`src/obj_timer.sv`:
```
// ~~~~~~~~~~~~~~~~~~~~~~~~~~~~~~~~~~~~~~~~~~~~~~~~~
// video timing for the sprite engine
// one pixel per clock, hdump and vrender counters
// hs and vbl_start are single cycle strobes
// ~~~~~~~~~~~~~~~~~~~~~~~~~~~~~~~~~~~~~~~~~~~~~~~~~

`timescale 1ns/100ps

module obj_timer #(
    parameter int H_TOTAL = 384,
    parameter int V_TOTAL = 264,
    parameter int V_VIS   = 224
) (
    input  logic       clk,
    input  logic       rst,
    output logic [8:0] hdump,
    output logic [8:0] vrender,
    output logic       hs,
    output logic       vbl_start
);

    always_ff @(posedge clk) begin
        if (rst) begin
            hdump   <= 9'd0;
            vrender <= 9'd0;
        end else if (hdump == 9'(H_TOTAL - 1)) begin
            hdump <= 9'd0;
            // line advances on the horizontal wrap
            if (vrender == 9'(V_TOTAL - 1)) begin
                vrender <= 9'd0;
            end else begin
                vrender <= vrender + 9'd1;
            end
        end else begin
            hdump <= hdump + 9'd1;
        end
    end

    // line start
    assign hs = hdump == 9'd0;

    // first line past the visible area
    assign vbl_start = hs && vrender == 9'(V_VIS);

endmodule

```
`config.mk`:
```
export PLATFORM = sky130hd
export DESIGN_NAME = obj_timer
export DESIGN_NICKNAME = d
export VERILOG_FILES = /design/src/obj_timer.sv
export SDC_FILE = /design/constraint.sdc
export NUM_CORES = 1
export LEC_CHECK = 0
export BUFFER_PORTS_ARGS = -buffer_cell sky130_fd_sc_hd__buf_2
export CELL_PAD_IN_SITES_DETAIL_PLACEMENT = 1
export CELL_PAD_IN_SITES_GLOBAL_PLACEMENT = 1
export CORE_MARGIN = 2
export CORE_UTILIZATION = 34
export DETAILED_ROUTE_END_ITERATION = 8
export MAX_ROUTING_LAYER = met4
export PLACE_DENSITY = 0.8
export SLEW_MARGIN = 10
export SYNTH_ARGS = -nofsm -noshare
export SYNTH_HDL_FRONTEND = slang
export SYNTH_SLANG_ARGS = --single-unit
```
`constraint.sdc`:
```
create_clock -name clk -period 1.6 [get_ports clk]
set_input_delay 0.32 -clock clk [delete_from_list [all_inputs] [get_ports clk]]
set_output_delay 0.32 -clock clk [all_outputs]
set_load 0.01 [all_outputs]
```
* Word level (Yosys, flattened, before mapping)
Index checks and enable logic that the tools add are counted.
** Cells by class
- Add/subtract/negate cells :: 2
- Eq/ne operators :: 3
- Multiplexer cells :: 1
- Reduce and logical (&&, ||, !) cells :: 3
** Operators with widths (number)
- 9-bit by 1-bit adder with 9-bit output, second input constant :: 2
- 9-bit equality test, second input constant :: 2
- 9-bit by 8-bit equality test with 1-bit output, second input constant :: 1
- 9-bit zero test :: 1
- 9-bit two-way mux :: 1
- 2-bit OR reduction :: 1
- 1-bit logical AND :: 1
** Word-level totals
- Register bits after elaboration :: 18
- Input bits :: 2
- Output and inout bits :: 20
- Logic and storage cells :: 11

* Depth between registers and ports, before layout
- Depth after elaboration :: 2
- Gate-level depth with buffers :: 7
- Gate-level depth less buffers :: 5

* Worst setup path before layout
OpenSTA, ideal clock, no wires.
- Kind :: register -> register
- From :: register hdump[0]
- To :: register vrender[7]
- Library setup time :: 0.092 ns
- Data arrival time :: 1.528 ns
- Required time :: 1.508 ns
- Slack :: -0.020 ns
- Stages on the path, launching flop included :: 8
- Path buffers :: 2
- Period minus slack after synthesis :: 1.620 ns
- Cell sequence :: dfxtp_1 -> ha_1 -> and4_1 -> clkbuf_1 -> and2_1 -> buf_2 -> nand2_1 -> o32ai_1
** On the way
- Word-level cells in the longest chain between the ends :: 1
** RTL lines
- from (decl) :: RTL line 16 : output logic [8:0] hdump,
- from (signal assigned) :: RTL line 35 : hdump <= hdump + 9'd1;
- 9-bit equality test :: RTL line 26 : end else if (hdump == 9'(H_TOTAL - 1)) begin
- to (signal assigned) :: RTL line 32 : vrender <= vrender + 9'd1;
- to (decl) :: RTL line 17 : output logic [8:0] vrender,
No other way between the ends.
A chain may end at the register's enable or synchronous reset.

* Final worst setup path
- From :: register hdump[3]
- To :: output vbl_start
** On the way
- Word-level cells in the longest chain between the ends :: 2
** RTL lines
- 9-bit zero test :: RTL line 40 : assign hs = hdump == 9'd0;
- 1-bit logical AND :: RTL line 43 : assign vbl_start = hs && vrender == 9'(V_VIS);
- to (decl) :: RTL line 19 : output logic vbl_start
No other way between the ends.

==> impl_results.md <==
- Run status: finished, violations left
- Failing checks: negative setup slack
- Cts hold-fix bufs: 0
- Largest area contributor in the netlist: dfxtp_1
- Util after Layout: 0.4788
- Synth Warn #: 0
- Final WS setup: -0.1722 ns
- GP Congestion: between 0.7 and 0.8
- CP arrival: ~1.5 ns
- First-pass DRT Iterations: 4
- Total number of vias: slightly below 1000
- Vias per cell: about 5.4
- Worst slew margin: 0.7081
- Pin count of the biggest net entering global routing: 23
- Synth Cell Area: approximately 940 um^2
- Remaining Overflow, GRT: 0
- Clk buf depth: 2
- Critical path depth in cells: 4
- Pwr/cell area: approximately 610 nW/um^2
- Num CTS Buffers: 3
- Clock-pin slew on the worst setup and hold paths: around 0.11 ns
- Post-synthesis net count: between 100 and 150
- Worst path top cell family by delay: simple AND/OR/NAND/NOR gates
- Max-slew violation count: 0
- DRT iter0 DRCs: 5
- CTS tree: yes
- GRT Resource Usage Total: 0.1863
- Main area contributors after synthesis: dfxtp_1, ha_1, nand3_1
- Inst Count DP: 171
- CTS root buffer: clkbuf_4
- Data required, critical path: roughly 1.3 ns
- Hold Path Class: in -> reg
- Unique cell type count in the Yosys netlist: 30
- Critical Path, Cell by Cell: nor4_4 > and4b_1 > and3_1 > buf_2
- Initial Util: 0.3484
- Min Tclk post-route: roughly 1.8 ns
- Top-area cell type share of the netlist area: 0.3850
- Die width: around 56 um
- Global-route wire length before repair: around 4.5 mm
- Final period util: 1.108
- Area growth syn-to-layout: 37.43%
- Detailed placer's ending HPWL: 1.920 mm
- Core footprint: approximately 2700 um^2
- Mapped Cells: approximately 110
- Crit Path Category: reg -> out
- Hold Fails Final Rpt: 0
- Post-route antenna net violation count: 0
- Crit path buf inv count: 1
- Ant. Diodes: 0
- Design area: approximately 1300 um^2
- Die height: 56.47 um
- Worst path max stage delay: 0.37 ns
- Hold depth: 2
- FF-to-FF path depth: 4
- Maximum clock frequency: 564.3 MHz
- Setup TNS: -0.2883 ns
- Area of the multi-input gates: around 590 um^2
- Worst vdd ir: between 0.3 and 0.4 mV
- Clk sink count: 18
- Ports: 22
- Final nets: 156
- Endpoints failing setup: 2
- WL final: between 2 and 3 mm
- Final clock skew: approximately 0.011 ns
- Die area: about 3200 um^2
- Slowest CP cell: dfxtp_4
- Worst-Margin Slew: roughly 0.44 ns
- Area post-placement: between 1000 and 1500 um^2
- Detailed-route wire length per cell: approximately 15 um
- Setup crit end kind: output pin
- Power Total: 0.7908 mW
- Residual DRC count: 0
- Worst-Skew Late Latency: roughly 0.31 ns
- Proportion of layout cells with a drive suffix above 1: 0.4122
- Non-filler instance count after layout: roughly 180
- Fillcell total: 350
- Register area: about 380 um^2
- Leakage: between 0.5 and 0.6 nW
- Max-cap violation count: 0
- Startpoint Class: flop
- CP max FO: 2
- I/O Buffers: 21
- H-tree level count: 1
- Average size of a mapped cell: 8.282 um^2
- Cell row count: 19
- Pre-CTS WS: ~0.072 ns
- Synthesized flop and latch total: 18
- RSZ-0062 raised after global routing: true
- Vias in the first global route: around 950
- Register area share after synthesis: 0.3850
- Worst hold slack: between 0.4 and 0.5 ns
- Initial antenna violation count: 0
power by group:
group	total [mW]	switching, mW	internal, mW	leakage [nW]
logic	0.0918	0.0416	0.0502	0.388
clock network	0.241	0.153	0.0880	0.0138
registers	0.458	0.00538	0.452	0.150
total	0.791	0.200	0.590	0.552
layer usage:
layer	track usage	up-vias	wire length, um
li1	-	471	-
met4	0.09184	0	61
met2	0.3306	19	1390
met5	-	-	0
met3	0.02074	5	91
met1	0.2045	471	1116
cell usage in the layout, fill, tap and decap left out, types with 5 or more instances in the layout:
cell type | Yosys | layout
dfxtp_1 | 18 | 10
dfxtp_2 | 0 | 6
inv_1 | 7 | 6
a21oi_1 | 7 | 7
buf_2 | 1 | 20
xor2_1 | 5 | 5
nor2_1 | 8 | 8
nand2_1 | 10 | 9
buf_4 | 0 | 14
nand3_1 | 9 | 9
worst reg2reg max path: stages, from the launching register on:
cell	delay (ns)
dfxtp_1	0.43
inv_2	0.05
or4_1	0.54
or3_1	0.32
o32ai_1	0.10
synth_stat cells (all sizes together):
| cell | number |
|---|---|
| nand2 | 10 |
| dfxtp | 18 |
| and3 | 3 |
| nor4 | 2 |
| a41o | 1 |
| and4 | 1 |
| nor2b | 2 |
| nand3 | 10 |
| a21oi | 7 |
| nand4 | 2 |
| clkbuf | 3 |
| nor3b | 1 |
| and4b | 2 |
| a311oi | 1 |
| buf | 1 |
| inv | 8 |
| nor2 | 8 |
| ha | 4 |
| or4 | 1 |
| nor4b | 1 |
| or3 | 4 |
| and2 | 2 |
| o32ai | 4 |
| xor2 | 5 |
| mux2i | 1 |
| nor3 | 8 |
| xnor2 | 3 |
cell type report:
| type | instances | area share |
|---|---|---|
| inverters | 8 | 0.02529 |
| repair buffers | 36 | 0.1770 |
| multi-input cells | 83 | 0.4582 |
| clock buffers | 3 | 0.01751 |
| well taps | 31 | 0.03016 |
| flip-flops and latches | 18 | 0.2918 |
final timing paths:
kind / start / endpoint / slack [ns]
max: hdump[3]$_SDFF_PP0_ / vbl_start / -0.17
min: rst / vrender[2]$_SDFFE_PP0N_ / 0.42
max reg2reg: vrender[5]$_SDFFE_PP0N_ / vrender[7]$_SDFFE_PP0N_ / 0.07
min reg2reg: vrender[0]$_SDFFE_PP0N_ / vrender[0]$_SDFFE_PP0N_ / 0.51
state kept, by name, summed over array words and instances, names as in the netlist:
signal / flops
hdump: 9
vrender: 9
logic make-up (layout without fill, tap and decap cells):
family,after synthesis,in the layout,synth area share
XOR/XNOR,8,8,0.07487
adder cells (fa/ha/maj),4,4,0.05348
buffers and inverters,12,47,0.04946
AO/OA/AOI/OAI,13,13,0.09491
multiplexers,1,1,0.01070
AND/OR/NAND/NOR,57,57,0.3316
flip-flops,18,18,0.3850
what timing repair did:
action / CTS / global route
setup endpoints to repair: 2 / 16
pin swaps: 3 / 3
endpoints found under the hold margin: 0 / 0
resized for setup: 14 / 13
setup buffers: 5 / 0
cloned: 0 / 0
No activity file was read; power rests on OpenSTA's default activity.
