**config.mk**
```make
export PLATFORM = sky130hd
export DESIGN_NAME = obj_draw
export DESIGN_NICKNAME = d
export VERILOG_FILES = /design/src/common/obj_pkg.sv /design/src/obj/obj_draw.sv
export SDC_FILE = /design/constraint.sdc
export NUM_CORES = 1
export LEC_CHECK = 0
export ABC_AREA = 0
export ABC_CLOCK_PERIOD_IN_PS = 6040
export BUFFER_PORTS_ARGS = -buffer_cell sky130_fd_sc_hd__buf_2
export CAP_MARGIN = 20
export CORE_UTILIZATION = 54
export DETAILED_ROUTE_END_ITERATION = 7
export PLACE_DENSITY_LB_ADDON = 0.15
export SYNTH_ARGS = -nofsm -noshare
export SYNTH_HDL_FRONTEND = slang
export SYNTH_SLANG_ARGS = --single-unit
```
**constraint.sdc**
```tcl
create_clock -name clk -period 6.04 [get_ports clk]
set_input_delay 1.51 -clock clk [delete_from_list [all_inputs] [get_ports clk]]
set_output_delay 1.51 -clock clk [all_outputs]
set_load 0.05 [all_outputs]
```
**src/common/obj_pkg.sv**
```systemverilog
// ~~~~~~~~~~~~~~~~~~~~~~~~~~~~~~~~~~~~~~~~~~~~~~~~~
// shared types for the sprite engine
// attribute word, draw job, line buffer write and
// ROM address layout, plus the object size constants
// modules take it with a wildcard import
// ~~~~~~~~~~~~~~~~~~~~~~~~~~~~~~~~~~~~~~~~~~~~~~~~~

package obj_pkg;

    // object is square, 16x16 pixels
    localparam int OBJ_W  = 16;
    // one ROM word holds half a row
    localparam int HALF_W = OBJ_W / 2;
    // palette (3) + pixel (4)
    localparam int PXL_W  = 7;

    // one sprite table entry, as seen by scan
    typedef struct packed {
        logic [7:0] ypos;
        logic [8:0] xpos;
        logic       hflip;
        logic       vflip;
        logic [2:0] pal;
        logic [8:0] code;
        logic       spare;
    } obj_attr_t;

    // same 32 bits as raw VRAM bytes, byte 0 in bits 7:0
    typedef union packed {
        obj_attr_t       attr;
        logic [3:0][7:0] bytes;
    } obj_word_u;

    // row is already vertically flipped
    typedef struct packed {
        logic [8:0] code;
        logic [2:0] pal;
        logic [8:0] xpos;
        logic       hflip;
        logic [3:0] row;
    } obj_job_t;

    typedef struct packed {
        logic             we;
        logic [8:0]       addr;
        logic [PXL_W-1:0] color;
    } lbuf_wr_t;

    // word address, half selects left/right 8 pixels
    typedef struct packed {
        logic [8:0] code;
        logic [3:0] row;
        logic       half;
    } rom_addr_t;

endpackage
```
**src/obj/obj_draw.sv**
```systemverilog
// ~~~~~~~~~~~~~~~~~~~~~~~~~~~~~~~~~~~~~~~~~~~~~~~~~
// object drawer
// one queued plus one active job; the active job
// fetches two ROM words per row and writes eight
// pixels per word into the line buffer
// hs flushes everything still pending
// ~~~~~~~~~~~~~~~~~~~~~~~~~~~~~~~~~~~~~~~~~~~~~~~~~

`timescale 1ns/100ps

module obj_draw
    import obj_pkg::*;
(
    input  logic        clk,
    input  logic        rst,
    input  logic        hs,
    input  logic        draw_req,
    output logic        draw_ack,
    input  obj_job_t    job,
    output rom_addr_t   rom_addr,
    output logic        rom_cs,
    input  logic [31:0] rom_data,
    input  logic        rom_ok,
    output lbuf_wr_t    lb_wr
);

    typedef enum logic [1:0] {
        D_IDLE,
        D_FETCH,
        D_WRITE
    } dstate_t;

    dstate_t     st;
    obj_job_t    q_job;
    obj_job_t    a_job;
    logic        q_valid;
    logic        half;
    logic [2:0]  px_cnt;
    logic [31:0] px_data;
    logic [2:0]  nib_sel;
    logic [3:0]  nib;
    logic [8:0]  col;

    // hflip fetches the right half first
    assign rom_addr.code = a_job.code;
    assign rom_addr.row  = a_job.row;
    assign rom_addr.half = half ^ a_job.hflip;

    // and walks the nibbles backwards
    assign nib_sel = px_cnt ^ {3{a_job.hflip}};
    assign nib     = px_data[nib_sel*4 +: 4];
    assign col     = a_job.xpos + {5'd0, half, px_cnt};

    always_ff @(posedge clk) begin
        if (rst || hs) begin
            draw_ack <= 1'b0;
            q_valid  <= 1'b0;
            st       <= D_IDLE;
            rom_cs   <= 1'b0;
            half     <= 1'b0;
            px_cnt   <= 3'd0;
            lb_wr.we <= 1'b0;
        end else begin
            // ack only when the queue slot is free
            if (draw_req && !draw_ack && !q_valid) begin
                q_job    <= job;
                q_valid  <= 1'b1;
                draw_ack <= 1'b1;
            end else if (!draw_req && draw_ack) begin
                draw_ack <= 1'b0;
            end

            lb_wr.we <= 1'b0;
            case (st)
                D_IDLE: begin
                    if (q_valid) begin
                        a_job   <= q_job;
                        q_valid <= 1'b0;
                        half    <= 1'b0;
                        rom_cs  <= 1'b1;
                        st      <= D_FETCH;
                    end
                end
                D_FETCH: begin
                    // address held while cs is high
                    if (rom_ok) begin
                        px_data <= rom_data;
                        rom_cs  <= 1'b0;
                        px_cnt  <= 3'd0;
                        st      <= D_WRITE;
                    end
                end
                D_WRITE: begin
                    // colour 0 is transparent
                    lb_wr.we    <= nib != 4'd0;
                    lb_wr.addr  <= col;
                    lb_wr.color <= {a_job.pal, nib};
                    px_cnt      <= px_cnt + 3'd1;
                    if (px_cnt == 3'(HALF_W - 1)) begin
                        if (!half) begin
                            half   <= 1'b1;
                            rom_cs <= 1'b1;
                            st     <= D_FETCH;
                        end else begin
                            st <= D_IDLE;
                        end
                    end
                end
                default: st <= D_IDLE;
            endcase
        end
    end

endmodule

```
# --- Yosys cells after proc, flatten, opt, wreduce, memory -nomap -nowiden ---
# Cells that the tools add are included.
classes:
  bitwise: 4
  n_mux: 20
  eq_ne: 7
  addsub: 2
  n_shift: 1
  n_reduce_logical: 22
op_table:
  columns: ["operator", "n"]
  rows:
  - ["indexed part select 32 x 6 -> 4 bit", 1]
  - ["two-way mux 1 bit", 12]
  - ["AND reduction 3 bit", 4]
  - ["adder 9 x 4 -> 9 bit", 1]
  - ["!= test 2 bit (second input constant)", 4]
  - ["two-way mux 2 bit", 3]
  - ["one-hot mux 2 bit (3 select lines)", 1]
  - ["one-hot mux 3 bit (2 select lines)", 1]
  - ["AND reduction 2 bit", 3]
  - ["nonzero test 2 bit", 3]
  - ["AND reduction 5 bit", 1]
  - ["nonzero test 4 bit", 1]
  - ["adder 3 x 1 -> 3 bit (second input constant)", 1]
  - ["== test 3 bit (second input constant)", 1]
  - ["logical AND 1 bit", 3]
  - ["logical NOT 1 bit", 3]
  - ["two-way mux 3 bit", 1]
  - ["one-hot mux 1 bit (3 select lines)", 1]
  - ["nonzero test 3 bit", 1]
  - ["XOR 3 bit", 1]
  - ["== test 2 x 1 -> 1 bit (second input constant)", 1]
  - ["== test 2 bit (second input constant)", 1]
  - ["logical NOT 2 bit", 1]
  - ["inverter 1 bit", 2]
  - ["4 further kinds", 4]
word_totals:
  regBits: 110
  in_bits: 63

# --- Logic depth before layout (Yosys ltp) ---
depth:
  depth_word: 6
  depth_mapped: 8
  depth_no_buf: 6

# --- Least setup slack after synthesis ---
# OpenSTA, ideal clock, no wires.
synth_path:
  path_kind: "in2reg"
  startpoint: "input port hs"
  endpoint: "register px_data[0] (enable)"
  required_ns: 5.579
  n_path_buf: 1
  slack_ns: 1.340
  t_arrival_ns: 4.239
  setup_time_ns: 0.461
  path_stages: 3
  cell_sequence: "or2_2 -> clkbuf_1 -> nor3_1"
synth_via:
  elab_chain_cells: 3
synth_lines:
  columns: ["element", "line_no", "text"]
  rows:
  - ["from (decl)", "obj_draw.sv:16", "input logic hs,"]
  - ["logical OR 1 bit", "obj_draw.sv:55", "if (rst || hs) begin"]
  - ["inverter 1 bit (no source line)", null, null]
  - ["AND reduction 3 bit (no source line)", null, null]
  - ["to (signal assigned)", "obj_draw.sv:87", "px_data <= rom_data;"]
  - ["to (decl)", "obj_draw.sv:39", "logic [31:0] px_data;"]
# No other way between the ends.
# A chain may end at the register's enable or synchronous reset.

# --- Worst setup path in the final report ---
layout_path:
  startpoint: "input port hs"
  endpoint: "register q_job[4] in the netlist's numbering (enable)"
layout_via:
  elab_chain_cells: 3
layout_lines:
  columns: ["element", "line_no", "text"]
  rows:
  - ["logical OR 1 bit", "obj_draw.sv:55", null]
  - ["inverter 1 bit (no source line)", null, null]
  - ["AND reduction 2 bit (no source line)", null, null]
  - ["to (signal assigned)", "obj_draw.sv:66", "q_job <= job;"]
  - ["to (decl)", "obj_draw.sv:34", "obj_job_t q_job;"]
# No other way between the ends.

==> metrics.yaml <==
status: "finished clean"
syn2layout_area_growth_pct: 15.9
clk_pin_slew_ns: 0.11
rr_worst_depth: 5
rows: 32
cts_tree: "done"
syn_avg_cell_area_um2: 15.7
critical_path_class: "in2reg"
die_y_um: 91.7
drtPass1Iterations: 4
dieArea_um2: 8400
timing.rr.end: "lb_wr[16]"
final-max-slew-violation-count: 0
clock_latency_ns: 0.37
synthCells: 277
die_w_um: 91.7
track_usage_pct: 19.4
post-dp-hpwl_um: 5370
powerDensity_nw_per_um2: 263
endpoint: "q_job[4]"
wire_per_inst_um: 16.4
setup_viol: 0
worst_slew_pin_slew_ns: 0.845
skew_ns: 0.0113
ioPinCount: 96
cts_made_buffers: 9
grt_pass1_wl_um: 12200
port_buffers: 95
timing.rr.start: "px_cnt[0]"
ys_seq_elements: 110
cts_sinks: 110
via_per_inst: 5.46
hold_viol_final: 0
critical_path_required_ns: 6.11
ant_nets: 0
holdWs_ns: 0.430
ff2ff_setup_slack_ns: 3.67
cts-root-buf: "clkbuf_8"
antennaDiodeCount: 0
max_freq_ghz: 0.342
cap_violations: 0
holdCritStartpoint: "q_job[6]"
fin_nets: 435
synth_area_um2: 4340
synth_edf_count: 100
rsz0062_at_grt: "no"
leakage_nw: 1.87
worst-path-max-fanout: 17
first_iter_violations: 106
grt_max_degree: 33
drc: 0
ys_seq_area_share_pct: 73.8
antenna_found_initial: 0
routed_wl_um: 7740
vdd_drop_max_mv: 0.184
cts_hold_buf: 0
h-tree-depth: 3
initial_core_util_pct: 55.9
cts_setup_buffers: 0
ys_types: 39
end_kind: "register"
core_um2: 7770
slew-limit-headroom_pct: 43.3
fin_crit_ns: 2.93
fin_tns_setup_ns: 0
crit_start: "hs"
syn-num-nets: 347
hp-class: "reg2reg"
synth_ff_type: "edfxtp_1"
startpoint_type: "input port"
drive_gt1_share_pct: 33.8
cts_buffer_depth: 2
ctsResizeCount: 0
place_congestion: 0.748
finalCritPeriodShare_pct: 48.5
cp.arrival_ns: 3.00
vias: 2575
async_reset_ff_share_pct: 0
grt_pass1_vias: 2518
overflow: 0
ys_warn_count: 0
-- power breakdown --
part / switching [mW] / internal (mW)
clock: 0.275 / 0.168
sequential: 0.00347 / 0.835
combinational: 0.0207 / 0.0191
total: 0.299 / 1.02
-- final cells by class --
type / count / area (um2)
sequential: 110 / 3200
timing repair buffer: 100 / 513
multi-input combinational: 141 / 968
fill: 585 / 2740
clock inverter: 7 / 85.1
clock buffer: 9 / 124
tap: 102 / 128
inverter: 3 / 11.3
-- worst min path at each step --
stage	end	slack (ns)	cells after the start
2_1_floorplan	a_job[10]	0.40	0
3_3_place_gp	a_job[16]	0.40	0
3_5_place_dp	a_job[6]	0.41	0
4_1_cts	a_job[6]	0.43	0
5_1_grt	a_job[11]	0.44	0
6_report	a_job[6]	0.43	0
-- state kept, by name, indices dropped and copies added (netlist names) --
| signal | cells |
|---|---|
| rom_addr | 13 |
| a_job | 13 |
| px_cnt | 3 |
| half | 1 |
| q_job | 26 |
| px_data | 32 |
| st | 2 |
| q_valid | 1 |
| rom_cs | 1 |
| lb_wr | 17 |
| draw_ack | 1 |
-- cells by family after synthesis --
family | after synthesis | synth area share, %
flip-flops | 110 | 73.8
AO/OA/AOI/OAI | 73 | 12.1
AND/OR/NAND/NOR | 53 | 6.08
buffers and inverters | 26 | 4.24
XOR/XNOR | 8 | 1.61
adder cells (fa/ha/maj) | 7 | 2.19
-- routing by layer --
| metal | vias to the layer above | GRT usage (%) | wire, um |
|---|---|---|---|
| met1 | 1239 | 25.6 | 3340 |
| met5 | - | 0 | 0 |
| met4 | 0 | 8.20 | 89 |
| met3 | 8 | 3.48 | 412 |
| met2 | 93 | 31.9 | 3900 |
| li1 | 1235 | - | - |
-- synth_stat cells, types with 2 or more instances --
| cell type | number | share of area (%) |
|---|---|---|
| edfxtp_1 | 100 | 69 |
| a21oi_1 | 25 | 2.9 |
| nand2_1 | 14 | 1.2 |
| nor2_1 | 14 | 1.2 |
| buf_4 | 13 | 2.2 |
| dfxtp_1 | 10 | 4.6 |
| a221o_1 | 9 | 2.1 |
| nor2b_1 | 7 | 1.0 |
| o21ai_0 | 7 | 0.81 |
| a22o_1 | 6 | 1.2 |
| ha_1 | 6 | 1.7 |
| a22oi_1 | 5 | 0.86 |
| buf_6 | 5 | 1.3 |
| clkbuf_1 | 5 | 0.43 |
| nor3_1 | 5 | 0.58 |
| o22a_1 | 5 | 1.0 |
| or2_2 | 4 | 0.58 |
| xnor2_1 | 4 | 0.81 |
| xor2_1 | 4 | 0.81 |
| a221oi_1 | 3 | 0.61 |
| a32oi_1 | 3 | 0.61 |
| inv_1 | 3 | 0.26 |
| a21o_1 | 2 | 0.35 |
| nand2b_1 | 2 | 0.29 |
| o22ai_1 | 2 | 0.29 |
-- layout by cell type (no fill, tap or decap), types with 3 or more instances in the layout --
cell type / count
edfxtp_1: 100
nor2b_1: 7
o22a_1: 5
nor2_1: 14
clkbuf_8: 9
inv_1: 3
buf_2: 95
a22oi_1: 5
buf_4: 5
dfxtp_1: 10
o21ai_0: 7
a32oi_1: 3
ha_1: 6
nor3_2: 3
or2_2: 4
a221oi_1: 3
xnor2_1: 4
nand2_1: 14
a221o_1: 9
a22o_1: 6
a21oi_1: 25
xor2_1: 4
-- worst max-delay path, cell delays in order --
cell and delay [ns]:
buf_2 0.10, nor2_1 0.22, nand2_1 0.13, nor3_2 0.65
buf_4 0.38
-- per-stage QoR --
stage,total power [mW],area (um2),instances,setup slack [ns],utilization (%)
6_report,1.32,5030,472,3.11,64.8
5_1_grt,1.36,5030,472,2.99,64.8
4_1_cts,1.33,5020,471,3.08,64.7
3_5_place_dp,0.897,4820,455,2.65,62.0
3_3_place_gp,0.895,4820,455,2.77,62.0
2_1_floorplan,0.872,4340,277,1.34,-
Power figures use the tool's default switching activity.
