--- config.mk ---
export PLATFORM = sky130hd
export DESIGN_NAME = obj_scan_fsm
export DESIGN_NICKNAME = d
export VERILOG_FILES = /design/src/common/obj_pkg.sv /design/src/obj/obj_scan_fsm.sv
export SDC_FILE = /design/constraint.sdc
export NUM_CORES = 1
export LEC_CHECK = 0
export BUFFER_PORTS_ARGS = -buffer_cell sky130_fd_sc_hd__buf_2
export CAP_MARGIN = 30
export CORE_MARGIN = 4
export CORE_UTILIZATION = 40
export DETAILED_ROUTE_END_ITERATION = 7
export PLACE_DENSITY_LB_ADDON = 0.15
export SYNTH_ARGS = -nofsm -noshare
export SYNTH_HDL_FRONTEND = slang
export SYNTH_SLANG_ARGS = --single-unit
--- constraint.sdc ---
create_clock -name clk -period 2.81 [get_ports clk]
set_input_delay 0.7025 -clock clk [delete_from_list [all_inputs] [get_ports clk]]
set_output_delay 0.7025 -clock clk [all_outputs]
set_load 0.02 [all_outputs]
--- src/common/obj_pkg.sv ---
// ~~~~~~~~~~~~~~~~~~~~~~~~~~~~~~~~~~~~~~~~~~~~~~~~~
// shared types for the sprite engine
// attribute word, draw job, line buffer write and
// ROM address layout, plus the object size constants
// modules take it with a wildcard import
// ~~~~~~~~~~~~~~~~~~~~~~~~~~~~~~~~~~~~~~~~~~~~~~~~~

package obj_pkg;

    // object is square, 16x16 pixels
    localparam int OBJ_W  = 16;
    // one ROM word holds half a row
    localparam int HALF_W = OBJ_W / 2;
    // palette (3) + pixel (4)
    localparam int PXL_W  = 7;

    // one sprite table entry, as seen by scan
    typedef struct packed {
        logic [7:0] ypos;
        logic [8:0] xpos;
        logic       hflip;
        logic       vflip;
        logic [2:0] pal;
        logic [8:0] code;
        logic       spare;
    } obj_attr_t;

    // same 32 bits as raw VRAM bytes, byte 0 in bits 7:0
    typedef union packed {
        obj_attr_t       attr;
        logic [3:0][7:0] bytes;
    } obj_word_u;

    // row is already vertically flipped
    typedef struct packed {
        logic [8:0] code;
        logic [2:0] pal;
        logic [8:0] xpos;
        logic       hflip;
        logic [3:0] row;
    } obj_job_t;

    typedef struct packed {
        logic             we;
        logic [8:0]       addr;
        logic [PXL_W-1:0] color;
    } lbuf_wr_t;

    // word address, half selects left/right 8 pixels
    typedef struct packed {
        logic [8:0] code;
        logic [3:0] row;
        logic       half;
    } rom_addr_t;

endpackage
--- src/obj/obj_scan_fsm.sv ---
// ~~~~~~~~~~~~~~~~~~~~~~~~~~~~~~~~~~~~~~~~~~~~~~~~~
// per line object scan
// walks the attribute table at each hs, tests every
// entry against the next line and hands hits to the
// drawer with a four-phase req/ack handshake
// ~~~~~~~~~~~~~~~~~~~~~~~~~~~~~~~~~~~~~~~~~~~~~~~~~

`timescale 1ns/100ps

module obj_scan_fsm
    import obj_pkg::*;
#(
    parameter int V_VIS     = 224,
    parameter int OBJ_COUNT = 16
) (
    input  logic                         clk,
    input  logic                         rst,
    input  logic                         hs,
    input  logic [8:0]                   vrender,
    output logic [$clog2(OBJ_COUNT)-1:0] rd_addr,
    input  obj_word_u                    rd_word,
    output logic                         draw_req,
    input  logic                         draw_ack,
    output obj_job_t                     job
);

    localparam int AW = $clog2(OBJ_COUNT);

    typedef enum logic [2:0] {
        S_IDLE,
        S_READ,
        S_TEST,
        S_REQ,
        S_REL
    } state_t;

    state_t        st;
    obj_attr_t     attr;
    logic [AW-1:0] entry;
    logic [8:0]    target;
    logic [8:0]    ydiff;
    logic          hit;
    logic          last;

    assign rd_addr = entry;
    assign attr    = rd_word.attr;

    // wraps high when ypos is below the target line
    assign ydiff = target - {1'b0, attr.ypos};
    assign hit   = ydiff < 9'(OBJ_W);
    assign last  = entry == AW'(OBJ_COUNT - 1);

    always_ff @(posedge clk) begin
        if (rst) begin
            st       <= S_IDLE;
            entry    <= '0;
            target   <= 9'd0;
            draw_req <= 1'b0;
        end else if (hs) begin
            // unfinished entries of the old line are dropped
            draw_req <= 1'b0;
            entry    <= '0;
            target   <= vrender + 9'd1;
            st       <= vrender < 9'(V_VIS - 1) ? S_READ : S_IDLE;
        end else begin
            case (st)
                // attribute arrives one clock later
                S_READ: st <= S_TEST;
                S_TEST: begin
                    if (!hit) begin
                        entry <= entry + 1'b1;
                        st    <= last ? S_IDLE : S_READ;
                    end else if (!draw_ack) begin
                        // previous handshake fully closed
                        draw_req <= 1'b1;
                        st       <= S_REQ;
                    end
                end
                S_REQ: begin
                    if (draw_ack) begin
                        draw_req <= 1'b0;
                        st       <= S_REL;
                    end
                end
                S_REL: begin
                    if (!draw_ack) begin
                        entry <= entry + 1'b1;
                        st    <= last ? S_IDLE : S_READ;
                    end
                end
                default: st <= S_IDLE;
            endcase
        end
    end

    // frozen while the request is up
    always_ff @(posedge clk) begin
        if (st == S_TEST) begin
            job.code  <= attr.code;
            job.pal   <= attr.pal;
            job.xpos  <= attr.xpos;
            job.hflip <= attr.hflip;
            job.row   <= ydiff[3:0] ^ {4{attr.vflip}};
        end
    end

endmodule

# --- Yosys cells after proc, flatten, opt, wreduce, memory -nomap -nowiden ---
# Cells that the tools add are included.
# W data, S select, Z words.
word_totals:
  wordCells: 49
  out_inout_bits: 31
  regBits: 43
  input_bits: 45
op_classes:
  mux: 15
  addsub: 3
  eq_ne: 13
  n_reduce_logical: 6
  bitwise_logic: 1
  magnitude_cmp: 2
op_table:
  columns: ["operator", "n"]
  rows:
  - ["$mux W3", 5]
  - ["$pmux W3 S4", 1]
  - ["$ne A2 B2 Y1 const B", 5]
  - ["$add A9 B1 Y9 const B", 1]
  - ["$lt A9 B5 Y1 const B", 1]
  - ["$lt A9 B8 Y1 const B", 1]
  - ["$sub A9 B8 Y9", 1]
  - ["$mux W4", 2]
  - ["$pmux W4 S2", 1]
  - ["$eq A3 B2 Y1 const B", 2]
  - ["$ne A3 B3 Y1 const B", 2]
  - ["$reduce_and A3 Y1", 2]
  - ["$mux W1", 5]
  - ["$add A4 B1 Y4 const B", 1]
  - ["$eq A4 B4 Y1 const B", 1]
  - ["$ne A4 B4 Y1 const B", 1]
  - ["$reduce_and A4 Y1", 1]
  - ["$reduce_bool A2 Y1", 2]
  - ["$xor A4 B4 Y4", 1]
  - ["$eq A3 B1 Y1 const B", 1]
  - ["$eq A3 B3 Y1 const B", 1]
  - ["$pmux W1 S2", 1]
  - ["$reduce_or A2 Y1", 1]

# --- Logic depth before layout (Yosys ltp) ---
logic_depth:
  ltp_word: 5
  depth_mapped: 10
  depth_no_buf: 10

# --- Worst setup path before layout ---
# Ideal clock, no wire load.
synth_timing:
  kind: "flip-flop to flip-flop"
  startpoint: "register st[2]"
  endpoint: "register draw_req"
  n_path_buf: 0
  setup_time_ns: 0.086
  synth_period_minus_slack_ns: 2.762
  arrival_time_ns: 2.675
  path_slack_ns: 0.048
  required_time_ns: 2.724
  path_stages_with_launch: 8
  cell_sequence: "dfxtp_1 nand2b_1 nor2_1 o21ai_0 nor4_1 and2_2 nand2_4 a221oi_2"
synth_between:
  elab_chain_len: 3
  word_cells_on_any_way: 8
  cone_classes: "5 x eq/ne; 1 x mux; 2 x reduce/logical"
synth_lines:
  columns: ["item", "line_no", "text"]
  rows:
  - ["start, declared", "obj_scan_fsm.sv:37", "state_t st;"]
  - ["start signal, assigned", "obj_scan_fsm.sv:64", "st <= vrender < 9'(V_VIS - 1) ? S_READ : S_IDLE;"]
  - ["start signal, assigned", "obj_scan_fsm.sv:72", "st <= last ? S_IDLE : S_READ;"]
  - ["start signal, assigned", "obj_scan_fsm.sv:88", "st <= last ? S_IDLE : S_READ;"]
  - ["$eq A3 B2 Y1", "obj_scan_fsm.sv:66", "case (st)"]
  - ["$ne A2 B2 Y1 (no line) / $reduce_bool A2 Y1 (equally long branches)", null, null]
  - ["$reduce_and A4 Y1 (no line)", null, null]
  - ["end signal, assigned", "obj_scan_fsm.sv:61", "draw_req <= 1'b0;"]
  - ["end signal, assigned", "obj_scan_fsm.sv:75", "draw_req <= 1'b1;"]
  - ["end signal, assigned", "obj_scan_fsm.sv:81", "draw_req <= 1'b0;"]
  - ["end, declared", "obj_scan_fsm.sv:22", "output logic draw_req,"]
# Several ways; a longest one is shown, not always the timed one.
# A chain may end at the register's enable or synchronous reset.

# --- Worst setup path after layout ---
layout_timing:
  startpoint: "input rd_word[24] (netlist name)"
  endpoint: "register draw_req"
layout_between:
  elab_chain_len: 4
layout_lines:
  columns: ["item", "line_no", "text"]
  rows:
  - ["start, declared", "obj_scan_fsm.sv:21", "input obj_word_u rd_word,"]
  - ["$sub A9 B8 Y9", "obj_scan_fsm.sv:49", "assign ydiff = target - {1'b0, attr.ypos};"]
  - ["$lt A9 B5 Y1", "obj_scan_fsm.sv:50", "assign hit = ydiff < 9'(OBJ_W);"]
  - ["$ne A2 B2 Y1 (no line)", null, null]
  - ["$reduce_and A4 Y1 (no line)", null, null]
  - ["end signal, assigned", "obj_scan_fsm.sv:58", "draw_req <= 1'b0;"]
  - ["end signal, assigned", "obj_scan_fsm.sv:61", null]
  - ["end signal, assigned", "obj_scan_fsm.sv:75", null]
# Every way passes these cells.

==> flow_metrics.env <==
export IMPL_rows=26
export IMPL_routed_wl_mm=4.13
export IMPL_core_area_mm2=0.00517
export IMPL_synth_top_family_by_area="simple AND/OR/NAND/NOR gates"
export IMPL_synthMuxAreaShare=0.0232
export IMPL_dieArea_mm2=0.00663
export IMPL_port_buffers=74
export IMPL_cts_sinks=43
export IMPL_synth_edff_count=26
export IMPL_drive_gt1_frac=0.348
export IMPL_clock_latency_ns=0.29
export IMPL_hold_violations=0
export IMPL_antenna_cells=0
export IMPL_outcome="completed"
export IMPL_htreeDepth=2
export IMPL_synth_top_cell_area_share=0.362
export IMPL_leakagePower_nw=1.18
export IMPL_slew_headroom=0.735
export IMPL_stdcell_area_mm2=0.00278
export IMPL_ant_nets=0
export IMPL_syn_inst=194
export IMPL_gp_congestion=0.780
export IMPL_dieHeight_um=81.4
export IMPL_overflow=0
export IMPL_criticalPathCategory="in2reg"
export IMPL_dp_cells=341
export IMPL_postCtsHoldBufs=0
export IMPL_avgRoutedWirePerCell_um=11.8
export IMPL_ys_warnings_count=0
export IMPL_cts_setup_buffers=0
export IMPL_finalSetupTns_ns=0
export IMPL_synth_ff_type="edfxtp_1"
export IMPL_fin_crit_ns=2.58
export IMPL_ys_ff_latch=43
export IMPL_critPathLaunchType="input pin"
export IMPL_fin_skew_ns=0.00984
export IMPL_syn_avg_cell_area_um2=11.1
export IMPL_final_cells=349
export IMPL_worst_path_max_fanout=4
export IMPL_initial_core_util=0.417
export IMPL_p_per_area_mw_per_mm2=527
export IMPL_required_ns=3.01
export IMPL_cts_buffers=5
export IMPL_synth_xor_area_frac=0.0609
export IMPL_setup_viol=0
export IMPL_hp_class="reg2reg"
export IMPL_max_slew_worst_pin_slew_ns=0.398
export IMPL_synthToLayoutAreaGrowth_pct=29.1
export IMPL_postCtsResizedCells=0
export IMPL_arrival_ns=2.78
export IMPL_rsz0062_at_grt="false"
export IMPL_crit_path_max_incr_delay_ns=0.38
export IMPL_maxCapViolCount=0
export IMPL_synth_area_leaders="edfxtp_1 36%, dfxtp_1 16%, ha_1 5.8%"
export IMPL_mostFrequentLayoutCell="buf_2"
export IMPL_drc=0
export IMPL_grt_max_degree=27
export IMPL_mostFrequentLayoutCells="74 x buf_2, 26 x edfxtp_1, 18 x nor2_1, 17 x dfxtp_1, 15 x inv_1"
export IMPL_first_pass_iters=4
export IMPL_place_hpwl_mm=3.29
export IMPL_grt_pass1_wl_mm=6.50
export IMPL_slowest_stage="fa_1"
export IMPL_nNetsFinal=334
export IMPL_gr_usage_all_layers=0.127
export IMPL_post_route_period_util=0.918
export IMPL_first_iter_violations=53
export IMPL_via_count=1663
export IMPL_die_w_um=81.4
export IMPL_synth_simple_area_share=0.152
export IMPL_path_clk_slew_ns=0.07
export IMPL_synth_adder_area_share=0.0719
export IMPL_synth_cell_types=44
export IMPL_cts_root_buffer="clkbuf_8"
export IMPL_synthArstFlopShare=0
export IMPL_placed_area_mm2=0.00265
export IMPL_drv_slew=0
export IMPL_viasPerCell=4.77
export IMPL_cts_buffer_depth=2
export IMPL_synth_seq_area_share=0.520
export IMPL_hold_slack_ns=0.490
export IMPL_critPathCaptureType="flip-flop"
export IMPL_io_pins=76
export IMPL_crit_chain="buf_2 -> ha_1 -> fa_1 -> nand2b_1 -> a21oi_1 -> xor2_1 -> nor4_1 -> and2_2 -> nand2_4 -> a221oi_2"
export IMPL_antenna_found_initial=0
export IMPL_syn_num_nets=250
export IMPL_synth_compound_area_frac=0.141
export IMPL_vdd_ir_drop_max_mv=0.233
export IMPL_synth_cell_area_mm2=0.00216
export IMPL_fmax_mhz=388
export IMPL_grt_pass1_vias=1514
export IMPL_synth_top_area_cell="edfxtp_1"
export IMPL_cts_tree="yes"
## cell families (layout without fill, tap and decap cells)
family | count (synthesis) | in the layout
and+or+nand+nor | 64 | 64
DFF | 43 | 43
AOI/OAI and AO/OA | 37 | 37
buffers and inverters | 18 | 103
xor gates and xnor gates | 15 | 15
adders and majority gates | 12 | 12
muxes | 5 | 5
## area by class of cell
class	count	area (µm²)
Inverter	15	56.3
Fill cell	460	2390
Clock inverter	2	60.1
Tap cell	70	87.6
Multi-Input combinational cell	133	971
Clock buffer	6	72.6
Timing Repair Buffer	80	415
Sequential cell	43	1120
## path summary, 6_finish.rpt
path | end | start | cells past startpoint | slack [ns]
worst max register to register | draw_req$_SDFFE_PP0P_ | target[0]$_SDFFE_PP0P_ | 10 | 0.38
worst min register to register | draw_req$_SDFFE_PP0P_ | draw_req$_SDFFE_PP0P_ | 2 | 0.49
worst max-delay path | draw_req$_SDFFE_PP0P_ | rd_word[24] | 10 | 0.23
worst min-delay path | draw_req$_SDFFE_PP0P_ | draw_req$_SDFFE_PP0P_ | 2 | 0.49
## report_power, final
part           total [mW]  internal, mW  leakage, nW  switching, mW
Clock               0.553         0.355       0.0654          0.198
Sequential          0.699         0.689        0.375        0.00963
Combinational       0.216         0.103        0.736          0.113
Total                1.47          1.15         1.18          0.321
## layer usage
layer | vias to the layer above | share of wire | routed length, µm | track usage
li1 | 868 | - | - | -
met1 | 724 | 0.43 | 1780 | 0.146
met2 | 65 | 0.45 | 1860 | 0.221
met3 | 6 | 0.10 | 424 | 0.0384
met4 | 0 | 0.015 | 61 | 0.0456
met5 | - | 0 | 0 | 0
## cells in the mapped netlist, drive strengths merged, types with 2 or more instances
cell type   n
nand4       3
nand2b      7
nor2b       3
nand2      13
and3        2
mux2i       5
a211oi      9
o21ai       5
or3         4
o211ai      2
inv        15
nand3       6
a311oi      2
clkbuf      2
xor2        4
or2         3
ha         10
edfxtp     26
a21oi      10
nor2       19
dfxtp      17
xnor2      11
## stage by stage
step                      setup slack, ns  utilization  total power [mW]
final                               0.230        0.538              1.47
after global routing               0.0720        0.538              1.55
after CTS                           0.220        0.538              1.49
after detailed placement          -0.0786        0.513             0.931
after global placement            -0.0616        0.513             0.928
after floorplan                    0.0484            -             0.855
## registers in the layout, indices dropped and copies added, names as in the netlist
register	count
target	9
draw_req	1
rd_addr	4
job	26
st	3
## worst max-delay path: cells and delay by family
| family | cells | cell delay (ns) |
|---|---|---|
| AO/OA/AOI/OAI | 2 | 0.36 |
| XOR/XNOR | 1 | 0.08 |
| adder cells (fa/ha/maj) | 2 | 0.59 |
| buffers and inverters | 1 | 0.10 |
| AND/OR/NAND/NOR | 4 | 0.94 |
No activity file was read; power rests on OpenSTA's default activity.
