### config.mk
export PLATFORM = sky130hd
export DESIGN_NAME = obj_dma
export DESIGN_NICKNAME = d
export VERILOG_FILES = /design/src/common/obj_pkg.sv /design/src/obj/obj_dma.sv
export SDC_FILE = /design/constraint.sdc
export NUM_CORES = 1
export LEC_CHECK = 0
export ABC_AREA = 1
export BUFFER_PORTS_ARGS = -buffer_cell sky130_fd_sc_hd__buf_2
export CAP_MARGIN = 20
export CELL_PAD_IN_SITES_DETAIL_PLACEMENT = 0
export CELL_PAD_IN_SITES_GLOBAL_PLACEMENT = 1
export CORE_UTILIZATION = 40
export CTS_CLUSTER_DIAMETER = 150
export DETAILED_ROUTE_END_ITERATION = 7
export PLACE_DENSITY = 0.63
export SLEW_MARGIN = 20
export SYNTH_ARGS = -nofsm -noshare
export SYNTH_HDL_FRONTEND = slang
export SYNTH_SLANG_ARGS = --single-unit
### constraint.sdc
create_clock -name clk -period 4.2 [get_ports clk]
set_input_delay 0.42 -clock clk [delete_from_list [all_inputs] [get_ports clk]]
set_output_delay 0.42 -clock clk [all_outputs]
set_load 0.05 [all_outputs]
### src/common/obj_pkg.sv
// ~~~~~~~~~~~~~~~~~~~~~~~~~~~~~~~~~~~~~~~~~~~~~~~~~
// shared types for the sprite engine
// attribute word, draw job, line buffer write and
// ROM address layout, plus the object size constants
// modules take it with a wildcard import
// ~~~~~~~~~~~~~~~~~~~~~~~~~~~~~~~~~~~~~~~~~~~~~~~~~

package obj_pkg;

    // object is square, 16x16 pixels
    localparam int OBJ_W  = 16;
    // one ROM word holds half a row
    localparam int HALF_W = OBJ_W / 2;
    // palette (3) + pixel (4)
    localparam int PXL_W  = 7;

    // one sprite table entry, as seen by scan
    typedef struct packed {
        logic [7:0] ypos;
        logic [8:0] xpos;
        logic       hflip;
        logic       vflip;
        logic [2:0] pal;
        logic [8:0] code;
        logic       spare;
    } obj_attr_t;

    // same 32 bits as raw VRAM bytes, byte 0 in bits 7:0
    typedef union packed {
        obj_attr_t       attr;
        logic [3:0][7:0] bytes;
    } obj_word_u;

    // row is already vertically flipped
    typedef struct packed {
        logic [8:0] code;
        logic [2:0] pal;
        logic [8:0] xpos;
        logic       hflip;
        logic [3:0] row;
    } obj_job_t;

    typedef struct packed {
        logic             we;
        logic [8:0]       addr;
        logic [PXL_W-1:0] color;
    } lbuf_wr_t;

    // word address, half selects left/right 8 pixels
    typedef struct packed {
        logic [8:0] code;
        logic [3:0] row;
        logic       half;
    } rom_addr_t;

endpackage
### src/obj/obj_dma.sv
// ~~~~~~~~~~~~~~~~~~~~~~~~~~~~~~~~~~~~~~~~~~~~~~~~~
// sprite table copy during vertical blank
// reads the VRAM one byte per clock and packs four
// bytes into one attribute word of the write bank
// scan reads the other bank through rd_addr/rd_word
// ~~~~~~~~~~~~~~~~~~~~~~~~~~~~~~~~~~~~~~~~~~~~~~~~~

`timescale 1ns/100ps

module obj_dma
    import obj_pkg::*;
#(
    parameter int OBJ_COUNT = 16
) (
    input  logic                         clk,
    input  logic                         rst,
    input  logic                         vbl_start,
    output logic [9:0]                   vram_addr,
    input  logic [7:0]                   vram_data,
    input  logic [$clog2(OBJ_COUNT)-1:0] rd_addr,
    output obj_word_u                    rd_word
);

    localparam int NBYTES = OBJ_COUNT * 4;
    localparam int AW     = $clog2(OBJ_COUNT);

    obj_word_u  mem [2][OBJ_COUNT];
    obj_word_u  asm_word;
    obj_word_u  nxt_word;
    logic       wr_bank;
    logic       rd_bank;
    logic       active;
    logic       dat_valid;
    logic [9:0] byte_cnt;
    logic [9:0] dat_idx;

    assign vram_addr = byte_cnt;

    // scan sees the fresh bank once the copy is over
    assign rd_bank = (active || dat_valid) ? ~wr_bank : wr_bank;

    always_ff @(posedge clk) begin
        if (rst) begin
            active    <= 1'b0;
            dat_valid <= 1'b0;
            wr_bank   <= 1'b0;
            byte_cnt  <= 10'd0;
            dat_idx   <= 10'd0;
        end else begin
            // VRAM answers one clock after the address
            dat_valid <= active;
            dat_idx   <= byte_cnt;
            if (vbl_start) begin
                active   <= 1'b1;
                byte_cnt <= 10'd0;
                wr_bank  <= ~wr_bank;
            end else if (active) begin
                if (byte_cnt == 10'(NBYTES - 1)) begin
                    active <= 1'b0;
                end else begin
                    byte_cnt <= byte_cnt + 10'd1;
                end
            end
        end
    end

    // drop the incoming byte into its lane
    always_comb begin
        nxt_word = asm_word;
        nxt_word.bytes[dat_idx[1:0]] = vram_data;
    end

    always_ff @(posedge clk) begin
        if (dat_valid) begin
            asm_word <= nxt_word;
            // full word after the fourth byte
            if (dat_idx[1:0] == 2'd3) begin
                mem[wr_bank][dat_idx[AW+1:2]] <= nxt_word;
            end
        end
        rd_word <= mem[rd_bank][rd_addr];
    end

endmodule

Word-level counts from Yosys, hierarchy flattened

Memories as Yosys holds them, arrays and structs flattened.
Cells that the tools add are included.
W data, S select, Z words.

Flip-flop bits (word level): 83
Memory bits (writable): 1024
Input bits: 15
Output and inout bits: 42
Logic and storage cells: 40
Memories kept: 1

Memories:

| memory | depth | bits a word | rd ports | clocked after memory_dff | write ports | line          | text |
|---|---|---|---|---|---|---|---|
| mem    | 2     | 512         | 1        | 0                        | 1           | obj_dma.sv:27 | `obj_word_u mem [2][OBJ_COUNT];` |

Add/sub/neg operators: 1
Order comparisons: 5
Equality and inequality tests: 2
Multiplexer cells: 15
Bitwise logic cells: 4
Reductions and logical operators: 5

Operator list:

| cell                    | count |
|---|---|
| $mux W512               | 1 |
| $bmux W32 S4            | 1 |
| $demux W32 S4           | 1 |
| $mux W32                | 3 |
| $bwmux W32              | 1 |
| $demux W8 S2            | 1 |
| $add A10 B1 Y10 const B | 1 |
| $eq A10 B6 Y1 const B   | 1 |
| $ge A5 B5 Y1 const B    | 2 |
| $not A4 Y5              | 2 |
| $mux W8                 | 1 |
| $mux W1                 | 6 |
| $lt A5 B1 Y1 const B    | 1 |
| $lt A2 B3 Y1 const B    | 1 |
| $eq A2 B2 Y1 const B    | 1 |
| $ge A2 B1 Y1 const B    | 1 |
| $logic_and A1 B1 Y1     | 2 |
| $not A1 Y1              | 2 |
| $reduce_and A2 Y1       | 1 |
| $reduce_or A2 Y1        | 1 |
| $logic_or A1 B1 Y1      | 1 |

Depth between registers and ports, before layout

Gate-level depths: netlist of the first run.

Word-level depth: 6
Mapped depth: 14
Depth with buffers taken out: 11

Least setup slack after synthesis of the first run

No wires, ideal clock.

Path kind: register to register
From: register dat_valid
To: memory mem[0][100] (netlist bit), enable pin
Library setup time: 0.461 ns
Arrival time: 3.751 ns
Required time: 3.739 ns
Setup slack: -0.012 ns
Stages on the path, launching flop included: 5
Path buffers: 0
Period minus slack after synthesis: 4.212 ns
Path through: dfxtp_1 > nand3_1 > inv_1 > nand2_1 > nor3_1

Longest elaborated chain between the ends: 2

Ends and longest elaborated chain:

| item                            | line          | text |
|---|---|---|
| start: declaration              | obj_dma.sv:33 | `logic dat_valid;` |
| start signal: assignment        | obj_dma.sv:51 | `dat_valid <= active;` |
| $mux W1                         | obj_dma.sv:74 | `if (dat_valid) begin` |
| $mux W512 (implied by the code) | obj_dma.sv:78 | `mem[wr_bank][dat_idx[AW+1:2]] <= nxt_word;` |
| end: declaration                | obj_dma.sv:27 |  |

No other way between the ends.

Worst setup path after layout of the first run

From: register wr_bank
To: register rd_word[9] (netlist bit)

Longest elaborated chain between the ends: 6

Ends and longest elaborated chain:

| item                                           | line          | text |
|---|---|---|
| start: declaration                             | obj_dma.sv:30 | `logic wr_bank;` |
| start signal: assignment                       | obj_dma.sv:56 | `wr_bank <= ~wr_bank;` |
| $not A1 Y1                                     | obj_dma.sv:40 | `assign rd_bank = (active \|\| dat_valid) ? ~wr_bank : wr_bank;` |
| $mux W1 *                                      | obj_dma.sv:40 |  |
| $mem_v2 Z2 W512 *                              | -             |  |
| $bmux W32 S4 *                                 | obj_dma.sv:81 | `rd_word <= mem[rd_bank][rd_addr];` |
| $mux W32 (implied by the code) * (2 in series) | obj_dma.sv:81 |  |
| end signal: assignment                         | obj_dma.sv:81 |  |
| end: declaration                               | obj_dma.sv:21 | `output obj_word_u rd_word` |

Every way passes the cells marked *; elsewhere a longest branch is shown, timed or not. The select of a mux whose other input is x is not followed.
A chain may end at the register's enable or synchronous reset.

==> results summary, run 1 <==
The flow ran to the end, and the final reports show no timing, DRC or antenna violations. After routing, the total negative slack on setup checks comes to 0 ps. The nature of the critical path endpoint is a register. In this run the tightest slew margin relative to its limit is between 30 and 40%.

The clock drives ~1100 sinks. The number of global-route vias before repair is 30800. The worst hold path belongs to the class in -> reg.

After clock tree synthesis, the clock-pin slew on the worst setup and hold paths is around 60 ps. After synthesis the cells add up to around 47000 um2. For this run, design rule violations remaining after detail routing come to 0. The proportion of synthesized chip area in sequential cells came out at 69.3%. Relative to the synthesized area, the layout overhead comes to 14.5%. Yosys printed 0 warnings.

Setup repair after global routing left no endpoint under its margin. The die covers 119000 um2. The data required time of the worst path is 4780 ps.

Among all flip-flop cells after synthesis, the most frequent one is sky130_fd_sc_hd__edfxtp_1. The signal on the critical path passes through inv_4, nand2_8, nand2_8, buf_12, buf_4, nand2_1, nand2_1, nand2_1, nand3_1, nand3_1, nand2_1, nand2_1, nand2_1. The post-detailed-route wirelength per cell is about 24 um. The internal power of the cells came out at between 15 and 20 mW. The ratio of final minimum period to clock period is about 77%.

The number of setup buffers added after CTS is 0. The CTS root buffer is sky130_fd_sc_hd__clkbuf_16. The share of total power dissipated in the clock network is 41.9%.

The average instance in the mapped netlist occupies between 10 and 15 um2. In this run, CTS created clock tree buffers numbering about 120. The initial standard-cell utilization of the core is 40.5%. The fraction of final layout cells with drive strength greater than 1 is around a tenth. The sequential fraction of design power is between 40% and 50%. The net switching share of the total power is 24.4%. The distinct cell type count of the synthesized netlist is 25.

The half-perimeter wire length of the detailed placement result is between 70000 and 80000 um. The synthesized design contains approximately 1100 enable-type register cells. TritonCTS built the clock tree.

Counting stages on the worst path, the most repeated cell is sky130_fd_sc_hd__nand2_1. The power density over cell area came out at approximately 460 nW/um2. The maximum root-to-sink buffer count came out at 3. Entering global routing, the biggest net connects 102 pins. The global-route congestion overflow total came out at 0. The utilization after layout came out at between 40% and 50%.

In this run, synthesis produced a sequential element count of between 1000 and 1500. Clock skew on the completed layout was measured at about 22 ps. The diode insertion count for antenna repair is 0.

The data arrival time of the critical path came out at roughly 3800 ps. The delay of the slowest cell on the worst path is ~910 ps. The later pin in the worst-skew pair is clocked with a latency of 720 ps. The transition time of the tightest slew-check pin came out at between 900 and 1000 ps.

Across the VDD grid, the largest voltage drop is 0.374 mV. The floorplan step set the die height to ~350 um. The number of nets in the synthesized netlist is approximately 4400. The share of flip-flops with an asynchronous set or reset after synthesis came out at 0%. The final wirelength came out at about 140000 um. The final number of setup-violating endpoints came out at 0.

The kind of launch point of the worst setup path is a register. The fmax is ~310 MHz. The most common cell in the synthesized netlist is sky130_fd_sc_hd__nand2_1. The first global-routing pass estimated 210000 um of wire. The net switching component of the power came out at around 6.1 mW.

The vias per cell is roughly 5.3. The worst-path cell with the longest stage delay is sky130_fd_sc_hd__dfxtp_2. The H-tree depth came out at 3. After synthesis, the most frequently instantiated cells are 1118 x sky130_fd_sc_hd__nand2_1, 1096 x sky130_fd_sc_hd__nand3_1, 1056 x sky130_fd_sc_hd__edfxtp_1. The die boundary width came out at approximately 350 um.

The number of DRC markers after the initial detailed-route iteration came out at about 3200. The overall routing resource usage came out at 24.0%. The number of vias after detailed routing came out at ~32000. The number of nets still failing antenna checks after routing came out at 0.

The analysis attributes to cell leakage a power of roughly 22 nW. The worst setup path is of the reg -> reg kind. In this run the standard cell core region covers 117000 um2.

The number of gates resized after cts is 0. Timing analysis after detailed placement gives a worst setup slack of between 1000 and 1500 ps. The final weighted congestion in routability-driven placement is just under 0.8. The count of input and output buffers is 56. The maximum fanout along the worst path came out at 40.

The number of primary I/O pins is between 50 and 60. The final count of pins violating max slew came to 0. The first-pass detailed-route iteration total is 5.

The area fraction of the dominant cell type after synthesis is between 60% and 70%. The count of maximum capacitance violations is 0. The count of mapped cells out of synthesis is 4402. The synthesized design spends more area on one cell type than any other, namely sky130_fd_sc_hd__edfxtp_1. The final-stage net count came out at between 4000 and 5000. The initial antenna violation count is 9. The relative contribution of combinational cells to total power came out at 8.9%. The final critical-path required period is ~3200 ps. The total count of hold-check failures in the final report was 0. Once routing completed, OpenROAD measured the worst setup slack at approximately 960 ps. By area the synthesized netlist is led by sky130_fd_sc_hd__edfxtp_1 67%, sky130_fd_sc_hd__nand3_1 12%, sky130_fd_sc_hd__nand2_1 8.9%. The standard-cell row count came out at ~130.
-- layout make-up --
class,count,area (um2)
fill,10800,62600
sequential,1107,32700
multi-input combinational,2465,11700
clock buffer,145,3200
inverter,547,2070
tap,1524,1910
timing repair buffer,181,1850
clock inverter,80,652
-- worst paths after layout --
path / from / depth (start not counted) / end / slack (ps)
hold reg to reg: vram_addr[9] / 2 / vram_addr[9] / 510
setup / recovery: wr_bank / 13 / rd_word[9] / 960
hold / removal: rd_addr[1] / 6 / rd_word[26] / 210
setup reg to reg: wr_bank / 13 / rd_word[9] / 960
-- registers in the layout, summed over array words and instances (netlist names) --
signal,flops
dat_valid,1
asm_word,32
vram_addr,10
mem,1024
dat_idx,6
rd_word,32
wr_bank,1
active,1
-- metrics by stage --
stage | instances | cell area, um2 | total power, mW | hold slack, ps
6_report | 6049 | 54100 | 24.9 | 209
5_1_grt | 6049 | 54100 | 25.6 | 231
4_1_cts | 6049 | 54100 | 25.1 | 140
3_5_place_dp | 5821 | 50200 | 14.7 | 502
3_3_place_gp | 5820 | 50100 | 14.7 | 500
2_1_floorplan | 4402 | 47200 | 13.9 | 481
-- power by group through the flow --
stage          combinational [mW]  clock (mW)  sequential (mW)
2_1_floorplan                1.33           0             12.6
3_3_place_gp                 2.20           0             12.5
3_5_place_dp                 2.21           0             12.5
4_1_cts                      2.22        10.6             12.2
5_1_grt                      2.43        11.0             12.2
6_report                     2.21        10.4             12.2
-- repair_timing --
action / 4_1_cts / 5_1_grt
hold buffers: 3 / 0
hold endpoints to repair: 7 / 0
setup endpoints to repair: 0 / 0
-- cells by family after synthesis --
logic type | share of synthesized area [%]
AOI/OAI and AO/OA | 0.532
xor gates and xnor gates | 0.0742
adders and majority gates | 0.0265
buffers and inverters | 6.93
DFF | 69.3
and+or+nand+nor | 23.2
-- worst max-delay path: cells and delay by family (launching register included) --
| family | cells | cell delay (ps) |
|---|---|---|
| DFF | 1 | 910 |
| buffers and inverters | 3 | 900 |
| and+or+nand+nor | 10 | 1230 |
-- metal layers --
layer | global-route usage, % | share of wire [%] | vias to the layer above | wire (um)
met4 | 6.44 | 2.5 | 10 | 3600
met1 | 32.7 | 44 | 15500 | 63400
met5 | 0 | 0.038 | - | 55
li1 | - | - | 15000 | -
met3 | 4.21 | 6.6 | 217 | 9450
met2 | 39.5 | 47 | 1057 | 67400
-- layout by cell type (no fill, tap or decap), types with 18 or more instances in the layout --
cell type / n
sky130_fd_sc_hd__clkinv_1: 37
sky130_fd_sc_hd__nor2_1: 27
sky130_fd_sc_hd__buf_12: 48
sky130_fd_sc_hd__inv_1: 542
sky130_fd_sc_hd__nand3_1: 1096
sky130_fd_sc_hd__edfxtp_1: 1056
sky130_fd_sc_hd__clkinv_2: 29
sky130_fd_sc_hd__nand3b_1: 128
sky130_fd_sc_hd__nor2_4: 26
sky130_fd_sc_hd__nand2_1: 1118
sky130_fd_sc_hd__clkbuf_16: 123
sky130_fd_sc_hd__clkbuf_1: 18
sky130_fd_sc_hd__buf_2: 53
sky130_fd_sc_hd__dfxtp_1: 49
sky130_fd_sc_hd__buf_4: 74
(Power assumes the default switching activity.)
==> run 2: changes to the inputs <==
- ABC_AREA: 1 -> 0
- PLACE_DENSITY: 0.63 -> 0.57
- clock period: 4.2 -> 3 ns (I/O delays scaled with it)
==> run 2 against run 1 <==
Sequential cell count unchanged. Setup slack got worse by 590 ps. Sequential power rose by 39%. Utilization is 0.65 points higher. Register-to-register slack got worse by 590 ps. Cell count fell by 35%. Worst hold slack better by 44 ps. Highest routed layer is now met4.
==> results summary, run 2 <==
The flow ran to the end, and the final reports show no timing, DRC or antenna violations. Before antenna repair, the detailed router went through 5 iterations. The worst-case IR drop observed on VDD is 0.496 mV.

In the finished design, the share of the clock period the worst path needs comes to 87.3%. The largest net degree at the start of global routing came out at 76. sky130_fd_sc_hd__edfxtp_1 is the most common cell in the netlist. Adding up every negative setup slack in the final design gives 0 ps. The register area came out at about 33000 um2. Counting I/O delays and the setup requirement, the final critical path takes ~2600 ps. For the worst setup path, the data required time is around 3600 ps. TritonCTS built the clock tree. In the routed layout, each cell is associated on average with a via count of between 5 and 6. The maximum root-to-sink buffer count came out at 3. The total count of hold-check failures in the final report was 0. The global routing usage on met3 came out at between 4 and 5%.

The initial antenna violation count is 1. Relative to the synthesized area, the layout overhead comes to 16.2%. The H-tree depth is 3. The number of enable-type register cells in the synthesized netlist came out at between 1000 and 1500. The number of primary I/O pins is 57.

The fmax came out at roughly 380 MHz. The top cell type by area accounts for around three quarters of the synthesized area. In this run the post-CTS setup repair buffer count came out at 0. The die outline height came out at 326 um. The average footprint of a synthesized cell is between 15 and 20 um2.

Yosys printed 0 warnings. The launch instance of the worst min-delay path is rd_addr[0]. The later-pin clock latency in the skew report came out at 690 ps.

The final number of setup-violating endpoints is 0. The clock sink count is between 1000 and 1500. The most crowded layer after global routing is met2. The final weighted congestion in routability-driven placement came out at 0.762. The terminus of the critical flop-to-flop path is rd_word[7]. The final-stage net count is between 2000 and 2500. The library cells used most frequently in the layout, excluding fill and tap cells, are 1056 x sky130_fd_sc_hd__edfxtp_1, 297 x sky130_fd_sc_hd__nand2_1, 129 x sky130_fd_sc_hd__mux2i_1. sky130_fd_sc_hd__edfxtp_1 takes more of the synthesized area than any other cell. The number of global-route vias before repair is 23000.

The fill cell total of the finished layout came out at 8759. The transition time of the tightest slew-check pin came out at 893 ps. The CTS buffer count is roughly 120. Global routing used between 30% and 40% of the available met2 tracks.

The maximum fanout along the worst path came out at 21. The HPWL after detailed placement is about 67000 um. The global-route congestion overflow total is 0. Yosys attributes the largest share of cell area to sky130_fd_sc_hd__edfxtp_1 75%, sky130_fd_sc_hd__mux4_2 6.9%, sky130_fd_sc_hd__mux2i_1 3.1%.

The overall routing resource usage came out at 23.9%. The share of flip-flops with an asynchronous set or reset after synthesis came out at 0%. Setup repair after global routing left no endpoint under its margin.

Power spread over the standard cell area amounts to a little under 700 nW/um2. The number of hold buffers added after cts came out at 3. The number of vias after detailed routing came out at about 23000. The initial standard-cell utilization of the core is slightly above 40%. The data arrival time of the critical path is ~3200 ps. The cell leakage power is 16.0 nW. The fraction of final layout cells with drive strength greater than 1 is approximately 22%. The setup slack after placement came out at about 360 ps. The met1 track demand over resource in global routing came out at between 30% and 40%. The area enclosed by the die boundary is between 100000 and 150000 um2. The critical path is of the reg -> reg type. The final wirelength is 126000 um. The register-to-register setup slack came out at 380 ps. The worst hold path depth is 4. The core footprint is a little over 100000 um2. For this run, design rule violations remaining after detail routing come to 0.

Counting every instance in the synthesized netlist gives roughly 2300. By count the netlist is led by 1056 x sky130_fd_sc_hd__edfxtp_1, 297 x sky130_fd_sc_hd__nand2_1, 129 x sky130_fd_sc_hd__mux2i_1. The depth of the most critical reg-to-reg path is 7. The most used flip-flop cell after synthesis is sky130_fd_sc_hd__edfxtp_1. The critical register-to-register path startpoint is wr_bank. The die is approximately 330 um wide.

The final count of pins violating max slew came out at 0. The worst setup path is launched from a register. The tree is rooted in a sky130_fd_sc_hd__clkbuf_16. The relative slew slack is slightly above 40%. The startpoint of the most critical setup path is wr_bank. The clock-pin slew of the registers on the worst-case setup and hold paths is about 60 ps. The post-detailed-route wirelength per cell is around 32 um.

The worst setup slack after layout is 380 ps. The flip-flop count of the largest register, all copies and words added is just over 1000. The library cell used most frequently in the layout, excluding fill and tap cells, is sky130_fd_sc_hd__edfxtp_1.

The distinct cell type count of the synthesized netlist came out at 40. Across the run, the number of max-cap violations was 0. The standard-cell row count is roughly 120.

The nature of the critical path endpoint is a register. In this run the worst hold path is classified as in -> reg. Across the routed clock network, the largest skew measured is 29.8 ps. The first routing iteration left roughly 2500 violations. The mapped netlist covers around 42000 um2. The endpoint of the worst hold path is rd_word[21]. The number of nets handed over by synthesis was 2296.

The number of nets still failing antenna checks after routing is 0. The number of gates resized after cts came out at 0. Input and output buffers added on the ports amount to 56. For this run, the register share of the synthesized area comes to between 70 and 80%. The area of combinational cells with multiple inputs is just under 9000 um2. The global-route wire length before repair is between 150000 and 200000 um. The flip-flop and latch count after synthesis came out at between 1000 and 1500.
-- run 2: how the worst max path moves through the flow --
| stage | to | slack, ps | cells after the start |
|---|---|---|---|
| after floorplan | mem[1][384] | -30 | 4 |
| after global placement | rd_word[18] | 390 | 7 |
| after detailed placement | rd_word[18] | 360 | 7 |
| after CTS | rd_word[18] | 360 | 7 |
| after global routing | rd_word[18] | 250 | 7 |
| final | rd_word[7] | 380 | 7 |
-- run 2: per-stage QoR --
stage	hold slack [ps]	power [mW]	instances	cell area (um2)	utilization (%)
after global placement	478	20.0	3713	45100	43.5
after global routing	233	34.5	3925	48800	47.0
final	253	33.6	3927	48800	47.0
after CTS	197	33.8	3925	48800	47.0
after detailed placement	511	20.0	3713	45100	43.5
after floorplan	421	19.1	2280	42100	-
-- run 2: layout make-up --
class / instances / area share (%)
diodes: 2 / 0.0103
clock buffers: 143 / 6.34
clock inverters: 66 / 1.15
inverters: 2 / 0.0154
multi-input cells: 1039 / 18.1
flip-flops and latches: 1107 / 67.1
well taps: 1380 / 3.54
repair buffers: 188 / 3.77
-- run 2: power by group --
group | switching [mW] | internal (mW) | leakage, nW
Clock | 5.89 | 8.03 | 1.80
Sequential | 0.0669 | 17.0 | 9.92
Combinational | 1.64 | 0.960 | 4.24
-- run 2: critical path, cell delays in order (launching register included) --
cell                       delay, ps
sky130_fd_sc_hd__dfxtp_1         410
sky130_fd_sc_hd__or3_4           470
sky130_fd_sc_hd__nand2_8         150
sky130_fd_sc_hd__buf_12          220
sky130_fd_sc_hd__mux2i_1         110
sky130_fd_sc_hd__a221oi_1        630
sky130_fd_sc_hd__o21ai_0         370
sky130_fd_sc_hd__nand4_1         180
-- run 2: per-layer routing --
layer,routed length [um],up-vias,share of wire (%)
met5,0,-,0
met4,3060,0,2.4
met3,9260,165,7.3
met2,60300,841,48
met1,53600,12100,42
li1,-,9515,-
-- run 2: logic make-up (layout without fill, tap and decap cells) --
group | Yosys count | in the layout | share of synthesized area [%]
adders and majority gates | 1 | 1 | 0.0298
muxes | 289 | 289 | 10.8
DFF | 1107 | 1107 | 77.9
buffers and inverters | 134 | 399 | 1.68
and+or+nand+nor | 510 | 510 | 5.29
xor gates and xnor gates | 7 | 7 | 0.146
AOI/OAI and AO/OA | 232 | 232 | 4.13
other | 0 | 2 | 0
